$ cat src/axil_target_pkg.sv
package axil_target_pkg;

	////////////////////////////////////////
	// bus widths
	////////////////////////////////////////

	localparam int ADDR_WIDTH = 15;
	localparam int DATA_WIDTH = 32;
	localparam int OFFSET_WIDTH = 12;	// register window inside a target
	localparam int STRB_WIDTH = DATA_WIDTH / 8;

	typedef logic [ADDR_WIDTH-1:0] addr_t;
	typedef logic [DATA_WIDTH-1:0] data_t;
	typedef logic [STRB_WIDTH-1:0] strb_t;	// one bit per byte
	typedef logic [OFFSET_WIDTH-1:0] offset_t;

	////////////////////////////////////////
	// memory target states
	////////////////////////////////////////

	typedef enum logic [2:0] {
		idle = 3'b000,
		read_data = 3'b001,	// arready pulse, fetch word
		read_complete = 3'b010,	// rvalid held until rready
		write_data = 3'b011,	// address taken, waiting for wvalid
		write_complete = 3'b100	// memory update
	} target_state_t;

endpackage

$ cat src/axil_reg_target.sv
module axil_reg_target #(
	parameter int reg_width = 32
) (
	input logic axi_clk,
	input logic axi_reset_n,
	input logic enable,
	input logic awvalid,
	input axil_target_pkg::addr_t awaddr,
	input logic wvalid,
	input axil_target_pkg::data_t wdata,
	input axil_target_pkg::strb_t wstrb,
	output logic awready,
	output logic wready,
	output logic arready,
	output logic rvalid,
	output axil_target_pkg::data_t rdata,
	output logic [reg_width-1:0] cfg
);

	import axil_target_pkg::*;

	offset_t offset;
	logic wr_hit;

	assign offset = awaddr[OFFSET_WIDTH-1:0];
	assign wr_hit = enable && awvalid && wvalid;

	// zero wait handshake, both readies together
	assign awready = wr_hit;
	assign wready = wr_hit;

	// read side always answers while selected
	assign arready = enable;
	assign rvalid = enable;
	assign rdata = enable ? data_t'(cfg) : '0;

	////////////////////////////////////////
	// config register
	////////////////////////////////////////

	always_ff @(posedge axi_clk or negedge axi_reset_n) begin
		if (!axi_reset_n) begin
			cfg <= '0;
		end else if (wr_hit && (offset == '0)) begin
			for (int i = 0; i < reg_width; i++) begin
				if (wstrb[i / 8]) begin	// byte lane of bit i
					cfg[i] <= wdata[i];
				end
			end
		end
	end

endmodule

$ cat config.mk
export PLATFORM = sky130hd
export DESIGN_NAME = axil_reg_target
export DESIGN_NICKNAME = d
export VERILOG_FILES = /design/src/axil_target_pkg.sv /design/src/axil_reg_target.sv
export SDC_FILE = /design/constraint.sdc
export NUM_CORES = 1
export LEC_CHECK = 0
export BUFFER_PORTS_ARGS = -buffer_cell sky130_fd_sc_hd__clkbuf_2
export CORE_ASPECT_RATIO = 1.4
export CORE_MARGIN = 2
export CORE_UTILIZATION = 35
export DETAILED_ROUTE_END_ITERATION = 6
export PLACE_DENSITY_LB_ADDON = 0.15
export SLEW_MARGIN = 20
export SYNTH_ARGS = -nofsm -noshare
export SYNTH_HDL_FRONTEND = slang
export SYNTH_SLANG_ARGS = --single-unit
$ cat constraint.sdc
create_clock -name axi_clk -period 0.8 [get_ports axi_clk]
set_input_delay 0.04 -clock axi_clk [delete_from_list [all_inputs] [get_ports axi_clk]]
set_output_delay 0.04 -clock axi_clk [all_outputs]
set_load 0.01 [all_outputs]
==> flow_metrics.env, run 1 <==
export IMPL_fin_crit_sh=1.76
export IMPL_rr_worst_depth=2
export IMPL_synth_seq_cells=32
export IMPL_largest_reg_flops=32
export IMPL_dp_cells=296
export IMPL_holdWs_ns=0.277
export IMPL_dieWidth_um=60.3
export IMPL_wire_per_inst_um=13.6
export IMPL_grt_pass1_vias=1549
export IMPL_io_pins=124
export IMPL_first_pass_iters=4
export IMPL_cts_tree="yes"
export IMPL_irDropWorstVdd_uv=1030
export IMPL_grt_pass1_wl_mm=6.72
export IMPL_ys_types=11
export IMPL_hp_class="primary input to asynchronous set/reset pin"
export IMPL_dr_first_iter_drc_count=36
export IMPL_startpoint="awaddr[4]"
export IMPL_netlist_area_leader_share=0.516
export IMPL_route_vias_total=1579
export IMPL_slew_headroom=0.851
export IMPL_regMostFlops="cfg"
export IMPL_root_buffer="clkbuf_8"
export IMPL_vias_per_cell=4.45
export IMPL_timing_rr_end="cfg[31]$_DFFE_PN0P_"
export IMPL_place_area_um2=2270
export IMPL_rows=28
export IMPL_fin_setup_tns_ns=-26.38
export IMPL_cp_endpoint="cfg[23]$_DFFE_PN0P_"
export IMPL_tightestPinTransition_ns=0.222
export IMPL_p_leak_nw=1.70
export IMPL_synth_common_cells="and2_1 (32), dfrtp_1 (32), mux2_2 (29)"
export IMPL_cp_start_kind="primary input"
export IMPL_die_h_um=82.8
export IMPL_core_um2=4240
export IMPL_drcViolationCount=0
export IMPL_ys_top_cells_by_area="dfrtp_1 (52%), mux2_2 (21%), and2_1 (13%)"
export IMPL_report_final_slew_viol_count=0
export IMPL_place_detailed_hpwl_mm=2.90
export IMPL_run_status="finished with violations"
export IMPL_grt_max_degree=33
export IMPL_final_cells=355
export IMPL_design_area_um2=3040
export IMPL_setup_slack_ns=-0.607
export IMPL_cts_clk_slew_worst_paths_ns=0.06
export IMPL_drive_gt1_frac=0.651
export IMPL_synth_largest_area_cell="dfrtp_1"
export IMPL_power_density_nw_per_um2=1060
export IMPL_critical_path_max_fanout=8
export IMPL_io_buffers=120
export IMPL_drv_cap=0
export IMPL_async_reset_ff_frac=1.00
export IMPL_avgSynthCellArea_um2=13.1
export IMPL_synth_area_um2=1550
export IMPL_n_antenna_cell=0
export IMPL_syn_num_nets=174
export IMPL_critPathKind="primary input to register"
export IMPL_rr_startpoint="cfg[31]$_DFFE_PN0P_"
export IMPL_ant_nets=0
export IMPL_setup_violations=96
export IMPL_cp_required_ns=0.96
export IMPL_gp_congestion=0.704
export IMPL_area_growth_pct=96.2
export IMPL_clock_path_buffers=2
export IMPL_netlist_instances=118
export IMPL_post_route_util=0.718
export IMPL_seq_area_frac_synth=0.516
export IMPL_ys_flop_type="dfrtp_1"
export IMPL_cts_sinks=32
export IMPL_cp_end_kind="register"
export IMPL_hold_violations=0
export IMPL_pre_cts_ws_ns=-0.918
export IMPL_rsz0062_at_grt="yes"
export IMPL_arrival_ns=1.57
export IMPL_antenna_found_initial=0
export IMPL_die_area_um2=4990
export IMPL_synth_edf_count=0
export IMPL_skew_ns=0
export IMPL_timing_final_crit_period_ns=1.41
export IMPL_r2r_slack_ns=-0.14
export IMPL_fmax_ghz=0.711
export IMPL_nets=350
export IMPL_top_regs="cfg: 32 flops"
export IMPL_wirelength_mm=4.81
export IMPL_grt_ovfl_total=0
export IMPL_power_mw=3.24
export IMPL_synth_warnings=0
export IMPL_ctsHtreeMaxLevel=2
export IMPL_start_util=0.366
export IMPL_grt_total_usage=0.183
export IMPL_violations="setup timing"
export IMPL_clock_latency_ns=0.27
export IMPL_cts_buffers=5
[power breakdown]
group          total [mW]  internal [mW]  switching (mW)
logic               0.386          0.234           0.152
registers            1.62           1.62        0.000807
clock network        1.23          0.700           0.535
[layout make-up]
cell class | count | area [um2]
repair buffers | 179 | 1270
fillers | 330 | 1190
multi-input cells | 76 | 806
flip-flops and latches | 32 | 801
clock buffers | 8 | 90.1
well taps | 60 | 75.1
[how the worst min path moves through the flow]
| stage | start | to | slack (ns) | depth (start not counted) |
|---|---|---|---|---|
| floorplan | axi_reset_n | cfg[0]$_DFFE_PN0P_ | -0.26 | 0 |
| global placement | axi_reset_n | cfg[28]$_DFFE_PN0P_ | 0.01 | 2 |
| detailed placement | axi_reset_n | cfg[28]$_DFFE_PN0P_ | 0.02 | 2 |
| CTS | axi_reset_n | cfg[28]$_DFFE_PN0P_ | 0.27 | 3 |
| global route | axi_reset_n | cfg[29]$_DFFE_PN0P_ | 0.28 | 3 |
| finish | axi_reset_n | cfg[29]$_DFFE_PN0P_ | 0.28 | 3 |
[critical path, stage by stage]
cell	delay, ns
clkbuf_2	0.08
or4_4	0.61
nor4_4	0.32
buf_6	0.18
mux2_2	0.33
[placed cells by master (no fill, tap or decap)]
cell           count
or4_1              1
buf_2              4
buf_4             11
or4_4              2
buf_6             27
mux2_4            25
and3_1             1
mux2_2             7
buf_12             1
clkbuf_8           6
and2_4             2
dfrtp_1           32
nand4_1            4
clkbuf_1           2
nor4_4             4
dlygate4sd3_1     33
and2_1            30
clkbuf_2         103
[kinds of logic (layout without fill, tap and decap cells)]
kind of cell / Yosys count / count (layout) / synth area share
multiplexers: 32 / 32 / 0.232
buffers and inverters: 10 / 187 / 0.0331
flip-flops: 32 / 32 / 0.516
AND/OR/NAND/NOR: 44 / 44 / 0.219
[per-layer routing]
layer  share of wire  GRT usage
met4           0.012     0.0756
met5               0          0
met3           0.075     0.0558
met1            0.39      0.195
met2            0.53      0.329
[timing repair]
action                     in CTS  in global routing
gates resized for setup        22                 45
setup endpoints to repair      98                 98
hold buffers                   33                  0
hold endpoints to repair       64                  0
setup buffers                  14                  4
pin swaps                      32                  1
Note: power is estimated with default switching activity, not from simulation.
==> run 2, diff against run 1 <==
CELL_PAD_IN_SITES_DETAIL_PLACEMENT = 0   (was not set)
CELL_PAD_IN_SITES_GLOBAL_PLACEMENT = 2   (was not set)
CORE_UTILIZATION = 19   (was 35)
==> run 2 against run 1 <==
  * Register-to-register slack better by 0.04 ns
  * The run still ends with setup timing left
  * Clock power up 41%
  * Critical path type unchanged
  * Critical path depth unchanged
  * Critical endpoint is now cfg[20]$_DFFE_PN0P_
  * Global-route usage down 8.1 points
==> flow_metrics.env, run 2 (synthesis results as in run 1) <==
export IMPL_cp_end_kind="register"
export IMPL_n_antenna_cell=0
export IMPL_pwr_share_clk=0.465
export IMPL_power_switching_mw=0.770
export IMPL_regMostFlops="cfg"
export IMPL_rsz0062_at_grt="yes"
export IMPL_r2r_slack_ns=-0.10
export IMPL_vias_per_cell=3.99
export IMPL_violations="setup timing"
export IMPL_hold_path_startpoint="wdata[18]"
export IMPL_fin_setup_tns_ns=-25.62
export IMPL_dr_first_iter_drc_count=28
export IMPL_tightestPinTransition_ns=0.208
export IMPL_drcViolationCount=0
export IMPL_holdWs_ns=0.00743
export IMPL_grt_max_degree=33
export IMPL_antenna_found_initial=0
export IMPL_hold_path_depth=2
export IMPL_critPathKind="primary input to register"
export IMPL_cts_tree="yes"
export IMPL_crit_path_top_delay_cell="or4_4"
export IMPL_wirelength_mm=4.93
export IMPL_cp_cell_sequence="clkbuf_2 > or4_4 > nor4_4 > buf_6 > mux2_2"
export IMPL_hp_class="primary input to register"
export IMPL_irDropWorstVdd_uv=760
export IMPL_layout_commonest_cell="clkbuf_2"
export IMPL_timing_final_crit_period_ns=1.41
export IMPL_cts_sinks=32
export IMPL_worstHoldEndpoint="cfg[18]$_DFFE_PN0P_"
export IMPL_start_util=0.193
export IMPL_io_pins=124
export IMPL_first_pass_iters=4
export IMPL_top_regs="cfg: 32 flops"
export IMPL_wire_per_inst_um=12.8
export IMPL_gp_congestion=0.650
export IMPL_power_mw=3.74
export IMPL_grt_pass1_wl_mm=6.91
export IMPL_switching_share=0.206
export IMPL_setup_slack_ns=-0.614
export IMPL_drv_cap=0
export IMPL_report_final_slew_viol_count=0
export IMPL_nets=340
export IMPL_core_um2=8050
export IMPL_drive_gt1_frac=0.687
export IMPL_rr_startpoint="cfg[29]$_DFFE_PN0P_"
export IMPL_die_area_um2=8910
export IMPL_run_status="finished with violations"
export IMPL_power_density_nw_per_um2=1220
export IMPL_place_detailed_hpwl_mm=3.32
export IMPL_critical_path_max_fanout=8
export IMPL_io_buffers=120
export IMPL_grt_total_usage=0.102
export IMPL_area_growth_pct=97.3
export IMPL_slew_headroom=0.860
export IMPL_rows=39
export IMPL_timing_rr_end="cfg[29]$_DFFE_PN0P_"
export IMPL_power_frac_comb=0.101
export IMPL_ant_nets=0
export IMPL_cp_start_kind="primary input"
export IMPL_route_vias_total=1542
export IMPL_root_buffer="clkbuf_16"
export IMPL_hold_violations=0
export IMPL_setup_violations=96
export IMPL_mostFrequentLayoutCells="clkbuf_2 (108), dfrtp_1 (32), and2_1 (27), mux2_4 (27), dlygate4sd3_1 (23)"
export IMPL_fin_crit_sh=1.77
export IMPL_cts_buffers=5
export IMPL_internal_power_mw=2.97
export IMPL_clock_path_buffers=2
export IMPL_fmax_ghz=0.707
export IMPL_p_seq_frac=0.434
export IMPL_skew_ns=0
export IMPL_cp_required_ns=0.95
export IMPL_clock_latency_ns=0.26
export IMPL_grt_ovfl_total=0
export IMPL_cts_clk_slew_worst_paths_ns=0.05
export IMPL_slowest_delay_ns=0.61
export IMPL_die_h_um=111
export IMPL_largest_reg_flops=32
export IMPL_rr_worst_depth=2
export IMPL_p_leak_nw=1.69
export IMPL_dieWidth_um=80.4
export IMPL_grt_pass1_vias=1450
export IMPL_ctsHtreeMaxLevel=2
export IMPL_arrival_ns=1.57
run 2: worst max path at each step:
stage                                endpoint      start  slack (ns)  cells after the start
after floorplan           cfg[10]$_DFFE_PN0P_  awaddr[1]       -0.89                      4
after global placement    cfg[13]$_DFFE_PN0P_  awaddr[1]       -0.91                      5
after detailed placement   cfg[7]$_DFFE_PN0P_  awaddr[1]       -0.92                      5
after CTS                 cfg[26]$_DFFE_PN0P_  awaddr[1]       -0.61                      5
after global routing      cfg[20]$_DFFE_PN0P_  awaddr[4]       -0.69                      5
final                     cfg[20]$_DFFE_PN0P_  awaddr[4]       -0.61                      5
run 2: area by class of cell:
cell class	count	area, um2
fillers	796	4990
repair buffers	169	1180
multi-input cells	76	821
flip-flops and latches	32	801
clock buffers	6	129
well taps	102	128
clock inverters	1	5.00
run 2: stage by stage:
step / std cells / worst slack [ns] / instance area [um2] / util
after floorplan: 118 / -0.894 / 1590 / -
after global placement: 339 / -0.913 / 2330 / 0.290
after detailed placement: 339 / -0.924 / 2330 / 0.290
after CTS: 378 / -0.610 / 2800 / 0.348
after global routing: 386 / -0.690 / 3060 / 0.380
final: 386 / -0.614 / 3060 / 0.380
run 2: critical path: cells and delay by family:
family / cells / cell delay, ns
buffers and inverters: 2 / 0.26
multiplexers: 1 / 0.34
AND/OR/NAND/NOR: 2 / 0.92
run 2: routing by layer:
metal,track usage,share of wire,vias up
li1,-,-,739
met4,0.0339,0.0069,0
met1,0.124,0.42,718
met3,0.0252,0.074,2
met2,0.174,0.50,83
met5,0,0,-
run 2: power by group through the flow:
stage | Combinational, mW | Clock [mW] | Sequential, mW
after global routing | 0.419 | 1.92 | 1.62
after CTS | 0.358 | 1.86 | 1.62
after global placement | 0.264 | 0 | 1.65
after floorplan | 0.0679 | 0 | 1.65
after detailed placement | 0.262 | 0 | 1.65
final | 0.379 | 1.74 | 1.62
run 2: repair_timing:
| action | in CTS | in global routing |
|---|---|---|
| gates cloned | 0 | 1 |
| resized for setup | 11 | 54 |
| setup endpoints to repair | 98 | 98 |
| pin swaps | 32 | 1 |
| hold buffers | 23 | 0 |
| setup buffers | 9 | 7 |
| endpoints found under the hold margin | 55 | 0 |
